**src/logic/program.hex**
```
// one 32-bit instruction word per column, two words per line, index 0 first
// opcode in bits 31..27, c0xxxxxx words are relative jumps counted in words
08443000 80820005
10c41001 88a2fffe
78000000 18464002
90c60010 2108a003
98e80007 29086004
c0000004 31290005
a0a2001f 39420006
a8c3ffff 414a7007
78000000 b1060123
49488008 b9280042
c0000006 5162900a
80411234 596aa00b
88630fff 617cb00c
908a0001 698cc00d
98ac0100 71ded00e
a0ce0002 0801e00f
a8f01000 1023f010
78000000 b0120011
18450011 b8341fff
20671012 80560013
c0000002 28892014
88780015 30ab3016
909a0016 38cd4017
98bc0018 40ef5018
78000000 a0de0019
49116019 a8f0001a
5133701a b012001b
5955801b b834001c
6177901c 8056001d
6999a01d 8878001e
71bbb01e 909a001f
78000000 c001ffc1
```
**src/logic/frontend_pkg.sv**
```systemverilog
package frontend_pkg;

	// instruction memory map
	// reset pc and first word of the rom
	localparam logic [31:0] imem_base = 32'h06002000;
	localparam int imem_depth = 64;
	// word index width, enough for imem_depth words
	localparam int imem_aw = 6;
	// hex image path, relative to the run directory
	localparam imem_file = "/design/src/logic/program.hex";

	// opcodes sit in bits 31..27 of every word
	localparam logic [4:0] op_nop = 5'b01111;
	// this opcode and everything above it is immediate format
	localparam logic [4:0] op_imm_lo = 5'b10000;
	// pc relative jump, immediate counts words
	localparam logic [4:0] op_jmp = 5'b11000;

	// canonical nop, remaining bits zero
	localparam logic [31:0] nop_word = {op_nop, 27'd0};

	// register format
	typedef struct packed {
		logic [4:0]  opcode;
		logic [4:0]  rd;
		logic [4:0]  rs1;
		logic [4:0]  rs2;
		logic [11:0] funct;
	} r_fmt_t;

	// immediate format, imm is signed
	typedef struct packed {
		logic [4:0]  opcode;
		logic [4:0]  rd;
		logic [4:0]  rs1;
		logic [16:0] imm;
	} i_fmt_t;

	// same 32 bits seen through either format
	typedef union packed {
		r_fmt_t r;
		i_fmt_t i;
	} instr_word_u;

	// word leaving fetch, tagged with its pc
	typedef struct packed {
		logic        valid;
		logic [31:0] pc;
		instr_word_u instr;
	} fetch_pkt_t;

	// decode stage result
	typedef struct packed {
		logic        valid;
		logic [31:0] pc;
		instr_word_u word;
		logic [4:0]  opcode;
		logic        is_imm;
		logic [4:0]  rd;
		logic [4:0]  rs1;
		logic [4:0]  rs2;
		logic [31:0] imm;
		logic        is_jump;
	} decoded_t;

endpackage

```
**src/logic/instr_rom.sv**
```systemverilog
`timescale 1ns/1ps

module instr_rom (
	input  logic                           clk,
	input  logic                           rst_n,
	input  logic [frontend_pkg::imem_aw-1:0] addr,
	output logic [31:0]                    data,
	output logic                           done
);

	import frontend_pkg::*;

	// program storage, filled once from the hex image
	logic [31:0] mem [imem_depth];

	initial begin
		$readmemh(imem_file, mem);
	end

	// synchronous read
	// addr is already the next pc, so data lines up with the pc register
	always_ff @(posedge clk) begin
		data <= mem[addr];
	end

	// ready from the first edge after reset on
	// before that the data register may hold a stale word
	always_ff @(posedge clk, negedge rst_n) begin
		if (!rst_n) begin
			done <= 1'b0;
		end else begin
			done <= 1'b1;
		end
	end

endmodule

```
**src/logic/pc_fetch.sv**
```systemverilog
`timescale 1ns/1ps

module pc_fetch (
	input  logic                             clk,
	input  logic                             rst_n,
	input  logic                             stall,
	input  logic                             restore,
	input  logic [31:0]                      pc_before_int,
	input  logic                             redirect,
	input  logic [31:0]                      redirect_pc,
	input  logic                             use_cpu_injection,
	input  logic [31:0]                      cpu_injection,
	input  logic                             use_int_instr,
	input  logic [31:0]                      int_instr,
	input  logic [31:0]                      rom_data,
	input  logic                             rom_done,
	output logic [frontend_pkg::imem_aw-1:0] rom_addr,
	output frontend_pkg::fetch_pkt_t         fetch_pkt,
	output logic [31:0]                      current_pc
);

	import frontend_pkg::*;

	logic [31:0] pc;
	logic [31:0] pc_next;
	logic [31:0] pc_off;
	logic [31:0] instr_sel;

	// next pc priority
	// restore from interrupt beats a jump redirect, which beats stall
	// pc also waits until the rom has delivered its first word
	always_comb begin
		if (restore) begin
			pc_next = pc_before_int;
		end else if (redirect) begin
			pc_next = redirect_pc;
		end else if (stall || !rom_done) begin
			pc_next = pc;
		end else begin
			pc_next = pc + 32'd4;
		end
	end

	always_ff @(posedge clk, negedge rst_n) begin
		if (!rst_n) begin
			pc <= imem_base;
		end else begin
			pc <= pc_next;
		end
	end

	// byte offset into the rom, then drop the two byte bits
	assign pc_off = pc_next - imem_base;
	assign rom_addr = pc_off[imem_aw+1:2];

	// word source
	// cpu injection first, then the interrupt controller, then memory
	assign instr_sel = use_cpu_injection ? cpu_injection :
		(use_int_instr ? int_instr : rom_data);

	assign fetch_pkt.valid = rom_done;
	assign fetch_pkt.pc = pc;
	assign fetch_pkt.instr = instr_sel;

	// seen by the interrupt fsm
	assign current_pc = pc;

endmodule

```
**src/logic/fetch_decode_reg.sv**
```systemverilog
`timescale 1ns/1ps

module fetch_decode_reg (
	input  logic                     clk,
	input  logic                     rst_n,
	input  logic                     stall,
	input  logic                     flush,
	input  frontend_pkg::fetch_pkt_t in,
	output frontend_pkg::fetch_pkt_t out
);

	import frontend_pkg::*;

	logic        valid_q;
	logic [31:0] pc_q;
	instr_word_u instr_q;

	// valid is the only control bit here
	// a flushed slot is still valid, it just carries a nop
	always_ff @(posedge clk, negedge rst_n) begin
		if (!rst_n) begin
			valid_q <= 1'b0;
		end else if (flush) begin
			valid_q <= 1'b1;
		end else if (!stall) begin
			valid_q <= in.valid;
		end
	end

	// payload
	// flush keeps the pc of the wrong-path word but kills its instruction
	always_ff @(posedge clk) begin
		if (flush) begin
			pc_q <= in.pc;
			instr_q <= nop_word;
		end else if (!stall) begin
			pc_q <= in.pc;
			instr_q <= in.instr;
		end
	end

	assign out.valid = valid_q;
	assign out.pc = pc_q;
	assign out.instr = instr_q;

endmodule

```
**src/logic/instr_decode.sv**
```systemverilog
`timescale 1ns/1ps

module instr_decode (
	input  logic                     stall,
	input  frontend_pkg::fetch_pkt_t in,
	output frontend_pkg::decoded_t   dec,
	output logic                     redirect,
	output logic [31:0]              redirect_pc
);

	import frontend_pkg::*;

	logic [4:0]  opcode;
	logic        is_imm;
	logic        is_jump;
	logic [31:0] imm_ext;
	logic [4:0]  rd;
	logic [4:0]  rs1;
	logic [4:0]  rs2;
	r_fmt_t      r_view;
	i_fmt_t      i_view;

	// both views of the same word
	assign r_view = in.instr.r;
	assign i_view = in.instr.i;

	// opcode position is common to both formats
	assign opcode = r_view.opcode;

	// upper half of the opcode space is immediate format
	assign is_imm = (opcode >= op_imm_lo);

	// field pick through the matching union member
	// rd and rs1 share their bits in both formats
	always_comb begin
		rd = r_view.rd;
		rs1 = r_view.rs1;
		if (is_imm) begin
			// no second source in immediate format
			rs2 = 5'd0;
			// 17 bit immediate, sign extended
			imm_ext = {{15{i_view.imm[16]}}, i_view.imm};
		end else begin
			rs2 = r_view.rs2;
			// funct stays in the raw word
			imm_ext = 32'd0;
		end
	end

	// pc relative jump, its opcode sits in the immediate range
	assign is_jump = (opcode == op_jmp);

	// target counts words relative to the jump itself
	assign redirect_pc = in.pc + {imm_ext[29:0], 2'b00};

	// only a real jump redirects
	// held back while stalled, so fetch never sees stall and redirect together
	assign redirect = in.valid && is_jump && !stall;

	always_comb begin
		dec.valid = in.valid;
		dec.pc = in.pc;
		dec.word = in.instr;
		dec.opcode = opcode;
		dec.is_imm = is_imm;
		dec.rd = rd;
		dec.rs1 = rs1;
		dec.rs2 = rs2;
		dec.imm = imm_ext;
		dec.is_jump = is_jump;
	end

endmodule

```
**src/logic/fetch_frontend.sv**
```systemverilog
`timescale 1ns/1ps

module fetch_frontend (
	input  logic                   clk,
	input  logic                   rst_n,
	input  logic                   stall,
	input  logic                   restore,
	input  logic [31:0]            pc_before_int,
	input  logic                   use_cpu_injection,
	input  logic [31:0]            cpu_injection,
	input  logic                   use_int_instr,
	input  logic [31:0]            int_instr,
	output frontend_pkg::decoded_t dec,
	output logic [31:0]            current_pc
);

	import frontend_pkg::*;

	// rom side
	logic [imem_aw-1:0] rom_addr;
	logic [31:0]        rom_data;
	logic               rom_done;

	// pipeline
	fetch_pkt_t  fetch_pkt;
	fetch_pkt_t  dec_pkt;

	// jump feedback, also flushes the fetch/decode register
	logic        redirect;
	logic [31:0] redirect_pc;

	instr_rom u_rom (
		.clk  (clk),
		.rst_n(rst_n),
		.addr (rom_addr),
		.data (rom_data),
		.done (rom_done)
	);

	pc_fetch u_fetch (
		.clk              (clk),
		.rst_n            (rst_n),
		.stall            (stall),
		.restore          (restore),
		.pc_before_int    (pc_before_int),
		.redirect         (redirect),
		.redirect_pc      (redirect_pc),
		.use_cpu_injection(use_cpu_injection),
		.cpu_injection    (cpu_injection),
		.use_int_instr    (use_int_instr),
		.int_instr        (int_instr),
		.rom_data         (rom_data),
		.rom_done         (rom_done),
		.rom_addr         (rom_addr),
		.fetch_pkt        (fetch_pkt),
		.current_pc       (current_pc)
	);

	fetch_decode_reg u_fd_reg (
		.clk  (clk),
		.rst_n(rst_n),
		.stall(stall),
		.flush(redirect),
		.in   (fetch_pkt),
		.out  (dec_pkt)
	);

	instr_decode u_decode (
		.stall      (stall),
		.in         (dec_pkt),
		.dec        (dec),
		.redirect   (redirect),
		.redirect_pc(redirect_pc)
	);

endmodule

```
**config.mk**
```make
export PLATFORM = sky130hd
export DESIGN_NAME = fetch_frontend
export DESIGN_NICKNAME = d
export VERILOG_FILES = /design/src/logic/frontend_pkg.sv /design/src/logic/instr_rom.sv /design/src/logic/pc_fetch.sv /design/src/logic/fetch_decode_reg.sv /design/src/logic/instr_decode.sv /design/src/logic/fetch_frontend.sv
export SDC_FILE = /design/constraint.sdc
export NUM_CORES = 1
export LEC_CHECK = 0
export BUFFER_PORTS_ARGS = -buffer_cell sky130_fd_sc_hd__buf_2
export CAP_MARGIN = 15
export CORE_MARGIN = 8
export CORE_UTILIZATION = 46
export DETAILED_ROUTE_END_ITERATION = 12
export PLACE_DENSITY_LB_ADDON = 0.2
export SKIP_CTS_REPAIR_TIMING = 1
export SLEW_MARGIN = 40
export SYNTH_ARGS = -nofsm -noshare
export SYNTH_HDL_FRONTEND = slang
export SYNTH_SLANG_ARGS = --single-unit
```
**constraint.sdc**
```tcl
create_clock -name clk -period 2.8 [get_ports clk]
set_clock_uncertainty 0.1 [all_clocks]
set_input_delay 0 -clock clk [delete_from_list [all_inputs] [get_ports clk]]
set_output_delay 0 -clock clk [all_outputs]
set_load 0.03 [all_outputs]
```
==> out/summary.txt, run 1 <==
Outcome: complete, but fails checks
Failing checks: negative hold slack
Syn. warnings: 0
Std-Cell Rows: 45
Worst skew pair latency: 0.36 ns
Initial Utilization: 0.465
Sw frac: 0.385
Post-placement cell count: 1,181
# clock sinks: 98
Worst Path Required: 2.95 ns
Mapped cell area: 6990 µm²
Critical path class: flop to flop
H-Tree Level Count: 3
DRC viols: 0
NetSw: 0.00197 W
Post-Route WL: 24,300 µm
FMAX: 367 MHz
Commonest non-fill, non-tap cells in the layout: buf_2, nor2_1, dlygate4sd3_1
Post-synth EDFFs: 32
Avg WL per Cell: 18.9 µm
Fin Hold WS: -0.0883 ns
Crit path max fanout: 10
Post-Syn Nets: 941
FF+latch count, synth: 98
Layout cells sized above 1: 0.338
Final Critical Period: 2.73 ns
ANT nets after route: 0
CP top delay family: compound AO/OA/AOI/OAI gates
GPL Wtd Cong: 0.943
Final setup violation count: 0
Gr ovfl total: 0
Largest net degree at the start of global routing: 59
DR vias: 7,138
Mapped Avg Cell Area: 8.65 µm²
Post-route clock period utilization: 0.974
PD cells: 537 nW/µm²
Leakage power: 4.51 nW
Critical Path AT: 2.88 ns
Via-per-instance ratio: 5.55
CTS buffer count: 9
Final #Nets: 1,227
Maxcap violations: 0
Die area: 19,400 µm²
Final Hold Fails: 5
Final Cell Area: 9540 µm²
Clock Pin Slew Worst Setup and Hold Paths: 0.07 ns
1st-pass router iterations: 5
Hpwl dp: 17,300 µm
Comb power frac: 0.383
Commonest non-fill, non-tap cell in the layout: buf_2
First-pass GRT wire length: 34,900 µm
Final Total Pwr: 0.00512 W
Port Buffers: 251
Slowest stage delay, CP: 0.38 ns
Core occupancy in the finished layout: 0.634
Die Width: 139 µm
Antenna cells: 0
Least-Margin Pin Slew: 0.887 ns
Clock power share: 0.263
Crit end category: flop
Core box area: 15,000 µm²
CP bufs+invs: 2
Post-synthesis sequential area ratio: 0.351
CTS tree: built
Gr usage total: 0.224
Fin. max-slew vios: 0
Startpoint Class: flop
Crit-path cells: buf_6 > and2_1 > ha_1 > buf_4 > o21ai_0 > nor2_1 > nor3_2 > a21oi_4 > a221oi_2 > mux2_1 > o22a_1
CTS Buffer Depth: 2
P&R area growth vs syn: 36.4%
Final Non-Filler Cells: 1,287
Drt initial violations: 573
IO Pins: 253
Count of cell types in the netlist: 75
Vias in the first global route: 6,494
Reg2reg setup slack: 0.07 ns
Cell count after synthesis: 808
Root Buffer: clkbuf_16
Seq pwr share: 0.354
Antenna violations before repair: 0
Post-synthesis async set-or-reset flop share: 0.347
Internal power: 0.00315 W
Hold Path Class: primary input to flop
Ys flop type: edfxtp_1
Max-Slew Margin vs Limit: 0.406
CP max-delay cell: dfxtp_4
DIE HEIGHT: 139 µm
Placed Area: 8180 µm²
Worst vdd ir: 0.000292 V
Yosys cell counts, drive strengths merged, types with 22 or more instances:
master	n	area, µm²
dfrtp	31	776
dfxtp	32	641
nand2	57	214
clkbuf	27	101
mux2i	37	370
buf	79	556
edfxtp	32	961
a21oi	78	398
and2	22	139
xnor2	25	219
nor2	95	357
o21ai	38	190
ha	30	375
registers in the layout, indices dropped and copies added (netlist names):
signal,flops
u_fd_reg.instr_q,32
u_fd_reg.pc_q,32
u_fetch.current_pc,32
u_fd_reg.valid_q,1
u_rom.done,1
metal layers:
| metal | vias up | global-route usage | share of wire | wire length, µm |
|---|---|---|---|---|
| met5 | - | 0 | 0 | 0 |
| met4 | 0 | 0.0861 | 0.026 | 641 |
| met3 | 47 | 0.0646 | 0.083 | 2030 |
| li1 | 3416 | - | - | - |
| met1 | 3348 | 0.267 | 0.41 | 10000 |
| met2 | 327 | 0.373 | 0.48 | 11600 |
worst paths after layout:
check | startpoint | to | depth (start not counted)
hold reg to reg | u_fetch.current_pc[0] | u_fd_reg.pc_q[0] | 0
hold / removal | int_instr[0] | u_fd_reg.instr_q[0] | 5
setup reg to reg | u_fd_reg.instr_q[31] | u_fetch.current_pc[27] | 11
setup / recovery | u_fd_reg.instr_q[31] | u_fetch.current_pc[27] | 11
max in group asynchronous | rst_n | u_fetch.current_pc[0] | 2
min in group asynchronous | rst_n | u_fetch.current_pc[23] | 2
final cells by class:
class | instances | area [µm²]
sequential | 98 | 2460
multi-input combinational | 586 | 4000
inverter | 18 | 67.6
clock buffer | 11 | 254
timing repair buffer | 381 | 2460
clock inverter | 5 | 58.8
tap | 188 | 235
fill | 1301 | 5500
through the flow:
step | worst slack (ns) | TNS, ns
global route | -0.0225 | -0.0234
CTS | 0.0193 | 0
detailed placement | 0.0635 | 0
global placement | 0.108 | 0
floorplan | 0.00271 | 0
finish | 0.0735 | 0
tightest hold or removal path: cells and delay by family:
family                 cells  cell delay [ns]
muxes                      1             0.06
and+or+nand+nor            2             0.16
AOI/OAI and AO/OA          1             0.04
buffers and inverters      1             0.07
cell families (layout without fill, tap and decap cells):
kind of cell	Yosys count	in the layout	share of synthesized area
DFF	98	98	0.351
and+or+nand+nor	270	270	0.194
AOI/OAI and AO/OA	205	205	0.187
muxes	39	39	0.0562
adders and majority gates	31	31	0.0565
buffers and inverters	124	415	0.104
other	1	1	0.000536
xor gates and xnor gates	40	40	0.0501
power groups by stage:
stage                     sequential, W  clock [W]  combinational (W)
after floorplan                 0.00198          0            0.00117
after CTS                       0.00182    0.00137            0.00178
after global routing            0.00184    0.00141            0.00211
after detailed placement        0.00184          0            0.00177
final                           0.00181    0.00135            0.00196
after global placement          0.00184          0            0.00176
No activity file was read; power rests on OpenSTA's default activity.
==> run 2: changes to the inputs <==
--- a/config.mk
+++ b/config.mk
@@ -5,10 +5,13 @@
 export SDC_FILE = /design/constraint.sdc
 export NUM_CORES = 1
 export LEC_CHECK = 0
+export ABC_AREA = 1
 export BUFFER_PORTS_ARGS = -buffer_cell sky130_fd_sc_hd__buf_2
 export CAP_MARGIN = 15
+export CELL_PAD_IN_SITES_DETAIL_PLACEMENT = 1
+export CELL_PAD_IN_SITES_GLOBAL_PLACEMENT = 2
 export CORE_MARGIN = 8
-export CORE_UTILIZATION = 46
+export CORE_UTILIZATION = 24
 export DETAILED_ROUTE_END_ITERATION = 12
 export PLACE_DENSITY_LB_ADDON = 0.2
 export SKIP_CTS_REPAIR_TIMING = 1
==> run 2 against run 1 <==
  * The run still ends with negative hold slack left
  * Power rose by 16%
  * Clock-buffer cell count did not move
  * Via count rose by 21%
  * Largest cell class unchanged
  * First-iteration DRC count fell by 32%
  * Routed wire length rose by 45%
  * Register-to-register slack improved by 0.04 ns
  * Flip-flop and latch count did not move
==> out/summary.txt, run 2 <==
Drt initial violations: 391
Post-Route WL: 35,300 µm
Largest net degree at the start of global routing: 60
PD cells: 562 nW/µm²
Most frequent cell after synthesis: nand2_1
# clock sinks: 98
Top cells by area, synth: nand2_1, edfxtp_1, dfrtp_1, dfxtp_1, inv_1
Placed Area: 9260 µm²
Post-synthesis async set-or-reset flop share: 0.347
FMAX: 372 MHz
Final Cell Area: 10,600 µm²
Least-Margin Pin Slew: 0.747 ns
Leakage power: 5.38 nW
Root Buffer: clkbuf_16
IO Pins: 253
Cell count after synthesis: 1,201
H-Tree Level Count: 3
Via-per-instance ratio: 4.56
Core box area: 32,200 µm²
Startpoint Class: flop
Syn. warnings: 0
Post-synth EDFFs: 32
Outcome: complete, but fails checks
Antenna violations before repair: 0
Post-synthesis sequential area ratio: 0.317
Final Total Pwr: 0.00594 W
Layout cells sized above 1: 0.227
Yosys top cell by area: nand2_1
Mapped cell area: 7760 µm²
Ys flop type: edfxtp_1
ANT nets after route: 0
Top post-synthesis cells by count: nand2_1, inv_1, nor2_1
Worst skew pair latency: 0.37 ns
Mapped Avg Cell Area: 6.46 µm²
Fin Hold WS: -0.0111 ns
Failing checks: negative hold slack
GPL Wtd Cong: 0.829
DR vias: 8,641
Worst Path Required: 2.96 ns
Cell repeated most along the worst path: inv_2
Antenna cells: 0
Final setup violation count: 0
1st-pass router iterations: 4
Std-Cell Rows: 66
Initial Utilization: 0.241
Vias in the first global route: 8,603
Avg WL per Cell: 18.6 µm
First-pass GRT wire length: 52,400 µm
P&R area growth vs syn: 36.3%
CTS buffer count: 9
Post-route clock period utilization: 0.961
CTS Buffer Depth: 2
Port Buffers: 251
Slowest stage delay, CP: 0.62 ns
Die Width: 196 µm
Worst vdd ir: 0.000259 V
FF+latch count, synth: 98
Hold Path Class: primary input to flop
Final Critical Period: 2.69 ns
Maxcap violations: 0
Gr usage total: 0.178
Commonest non-fill, non-tap cell in the layout: nand2_1
DRC viols: 0
CTS tree: built
Max-Slew Margin vs Limit: 0.502
RSZ-0062 raised after global routing: true
Die area: 38,300 µm²
Hpwl dp: 28,000 µm
Commonest non-fill, non-tap cells in the layout: nand2_1, buf_2, inv_1
Gr ovfl total: 0
Post-Syn Nets: 1,334
DIE HEIGHT: 196 µm
Crit-path cells: buf_4 > inv_2 > nor3_4 > nand3_2 > inv_2 > buf_12 > a311oi_1 > dlygate4sd3_1
Crit path max fanout: 25
Crit end category: flop
CP max-delay cell: dlygate4sd3_1
Critical Path AT: 2.85 ns
Clock Pin Slew Worst Setup and Hold Paths: 0.08 ns
Critical path class: flop to flop
Count of cell types in the netlist: 39
Final #Nets: 1,615
Fin. max-slew vios: 0
Final Hold Fails: 1
Synth top area share: 0.190
run 2: through the flow:
step | TNS (ns) | std cells | hold slack, ns | worst slack, ns | util
CTS | 0 | 1796 | -0.498 | 0.102 | 0.297
floorplan | 0 | 1201 | -0.396 | 0.0131 | -
detailed placement | 0 | 1780 | -0.0880 | 0.140 | 0.288
global route | -0.0296 | 1895 | 0.0449 | -0.0209 | 0.328
finish | 0 | 1895 | -0.0111 | 0.109 | 0.328
global placement | 0 | 1780 | 0.0747 | 0.137 | 0.288
run 2: logic make-up after synthesis:
family	Yosys count	share of synthesized area
AND/OR/NAND/NOR	656	0.343
other	1	0.000483
XOR/XNOR	12	0.0135
buffers and inverters	258	0.162
flip-flops	98	0.317
adder cells (fa/ha/maj)	31	0.0510
AO/OA/AOI/OAI	145	0.113
run 2: metal layers:
| metal | vias up | GRT usage | share of wire |
|---|---|---|---|
| li1 | 4352 | - | - |
| met1 | 4132 | 0.235 | 0.46 |
| met2 | 130 | 0.303 | 0.49 |
| met3 | 27 | 0.0221 | 0.032 |
| met4 | 0 | 0.0449 | 0.015 |
| met5 | - | 0 | 0 |
run 2: worst paths after layout:
check / start / to / slack [ns] / depth (start not counted)
min reg2reg: u_fetch.current_pc[0] / u_fd_reg.pc_q[0] / 0.40 / 0
max in group asynchronous: rst_n / u_fetch.current_pc[13] / 2.15 / 2
max reg2reg: u_fd_reg.instr_q[31] / u_fd_reg.instr_q[21] / 0.11 / 8
min: pc_before_int[10] / u_fetch.current_pc[10] / -0.01 / 5
max: u_fd_reg.instr_q[31] / u_fd_reg.instr_q[21] / 0.11 / 8
min in group asynchronous: rst_n / u_fetch.current_pc[18] / 0.06 / 2
run 2: worst max-delay path: cells and delay by family, from the launching register on:
family	cells	cell delay, ns
AND/OR/NAND/NOR	2	0.41
buffers and inverters	5	1.55
flip-flops	1	0.44
AO/OA/AOI/OAI	1	0.07
run 2: layout make-up:
cell class                      instances  area (µm²)
Multi-Input combinational cell        845        4270
Fill cell                            4140       21600
Clock buffer                           11         254
Sequential cell                        98        2460
Tap cell                              408         510
Clock inverter                          5        40.0
Timing Repair Buffer                  373        2450
Inverter                              155         587
run 2: report_power, final:
| part | switching (W) | internal [W] |
|---|---|---|
| logic | 0.00177 | 0.000909 |
| clock network | 0.000650 | 0.000672 |
| registers | 0.000265 | 0.00168 |
==> run 3: changes to the inputs <==
--- a/config.mk
+++ b/config.mk
@@ -10,6 +10,7 @@
 export CAP_MARGIN = 15
 export CELL_PAD_IN_SITES_DETAIL_PLACEMENT = 1
 export CELL_PAD_IN_SITES_GLOBAL_PLACEMENT = 2
+export CORE_ASPECT_RATIO = 0.6
 export CORE_MARGIN = 8
 export CORE_UTILIZATION = 24
 export DETAILED_ROUTE_END_ITERATION = 12
==> run 3 against run 2 <==
  * The flow still finishes with violations (negative hold slack)
  * Register-to-register slack about the same
  * Design area grew 2.3%
  * Non-clock buffer count rose by 11
  * Highest routed layer unchanged
==> out/summary.txt, run 3 (synthesized netlist as in run 2, its figures left out) <==
Outcome: complete, but fails checks
Failing checks: negative hold slack
Reg2reg setup slack: 0.12 ns
Core box area: 32,200 µm²
Drt initial violations: 486
Root Buffer: clkbuf_16
ANT nets after route: 0
Post-route clock period utilization: 0.956
Final Non-Filler Cells: 1,922
DR WL met2: 15,900 µm
Setup TNS: 0 ns
Post-placement cell count: 1,805
Critical path class: flop to flop
Placed Area: 9350 µm²
Maxcap violations: 0
Avg WL per Cell: 19.2 µm
# clock sinks: 98
FMAX: 373 MHz
Least-Margin Pin Slew: 0.654 ns
Port Buffers: 251
DIE HEIGHT: 155 µm
Fin Hold WS: -0.000163 ns
Die Width: 248 µm
Worst skew pair latency: 0.38 ns
Clock Pin Slew Worst Setup and Hold Paths: 0.08 ns
PD cells: 584 nW/µm²
Antenna cells: 0
CTS Buffer Depth: 2
Die area: 38,500 µm²
IO Pins: 253
Largest net degree at the start of global routing: 53
Critical Path AT: 2.85 ns
Hold_sp: stall
R2R Path Start: u_fd_reg.instr_q[31]
WL met3: 1380 µm
Post-Route WL: 36,900 µm
Fin. max-slew vios: 0
Final setup violation count: 0
DRC viols: 0
Startpoint Class: flop
Commonest non-fill, non-tap cell in the layout: nand2_1
First-pass GRT wire length: 54,100 µm
H-Tree Level Count: 3
Worst vdd ir: 0.000318 V
Gr ovfl total: 0
RSZ-0062 raised after global routing: true
Final #Nets: 1,626
Via-per-instance ratio: 4.53
Worst hold stages: 5
Std-Cell Rows: 51
P&R area growth vs syn: 39.5%
Highest metal used: met4
Hpwl dp: 29,400 µm
CTS tree: built
Final Hold Fails: 1
Leakage power: 5.46 nW
Path depth of the worst reg2reg path: 14
R2R Path End: u_fetch.current_pc[31]
Max-Slew Margin vs Limit: 0.564
DR vias: 8,713
Final Critical Period: 2.68 ns
Antenna violations before repair: 0
Layout cells sized above 1: 0.240
Routed met1 length: 19,300 µm
Crit end category: flop
CTS buffer count: 9
Final Cell Area: 10,800 µm²
Crit path max fanout: 13
Worst Path Required: 2.97 ns
Gr usage total: 0.186
Initial Utilization: 0.241
GPL Wtd Cong: 0.814
Hold Path Class: primary input to flop
Commonest non-fill, non-tap cells in the layout: nand2_1, buf_2, inv_1
1st-pass router iterations: 5
Hold path endpoint: u_fetch.current_pc[3]
Vias in the first global route: 8,585
==> run 3: report_power, final <==
part	internal [W]	switching, W
Clock	0.000910	0.000658
Combinational	0.000962	0.00184
Sequential	0.00168	0.000278
==> run 3: worst max path at each step <==
| stage | cells past startpoint | start | slack, ns | endpoint |
|---|---|---|---|---|
| after global placement | 13 | u_fd_reg.instr_q[31] | 0.03 | u_fetch.current_pc[8] |
| after floorplan | 15 | u_fd_reg.instr_q[31] | 0.01 | u_fetch.current_pc[28] |
| after CTS | 13 | u_fd_reg.instr_q[31] | -0.03 | u_fetch.current_pc[8] |
| after global routing | 16 | u_fd_reg.instr_q[31] | -0.03 | u_fetch.current_pc[23] |
| after detailed placement | 13 | u_fd_reg.instr_q[31] | 0.004 | u_fetch.current_pc[8] |
| final | 14 | u_fd_reg.instr_q[31] | 0.12 | u_fetch.current_pc[31] |
==> run 3: area by class of cell <==
| class | count | area [µm²] |
|---|---|---|
| repair buffers | 384 | 2550 |
| fillers | 4117 | 21300 |
| clock buffers | 11 | 243 |
| multi-input cells | 845 | 4340 |
| well taps | 424 | 531 |
| flip-flops and latches | 98 | 2460 |
| inverters | 155 | 587 |
| clock inverters | 5 | 110 |
==> run 3: per-layer routing <==
metal | track usage | up-vias
li1 | - | 4375
met4 | 0.0397 | 0
met3 | 0.0283 | 22
met5 | 0 | -
met1 | 0.282 | 4176
met2 | 0.273 | 140
==> run 3: metrics by stage <==
step | utilization | total power [W] | hold WS [ns] | worst slack, ns
4_1_cts | 0.302 | 0.00617 | -0.499 | -0.0321
5_1_grt | 0.336 | 0.00672 | 0.0422 | -0.0263
3_5_place_dp | 0.291 | 0.00458 | -0.0815 | 0.00374
3_3_place_gp | 0.290 | 0.00454 | 0.0698 | 0.0266
2_1_floorplan | - | 0.00375 | -0.396 | 0.0131
6_report | 0.336 | 0.00632 | -0.000163 | 0.122
==> run 3: critical path: stages (launching register included) <==
cell        delay [ns]
dfxtp_4           0.40
buf_4             0.15
nand2_4           0.09
clkinvlp_4        0.11
buf_12            0.18
ha_1              0.38
a21o_1            0.21
nor2_1            0.23
nand2_1           0.08
a21oi_1           0.16
nand2_1           0.07
nand2_1           0.05
nand3_1           0.16
nand2_1           0.11
a21oi_1           0.06
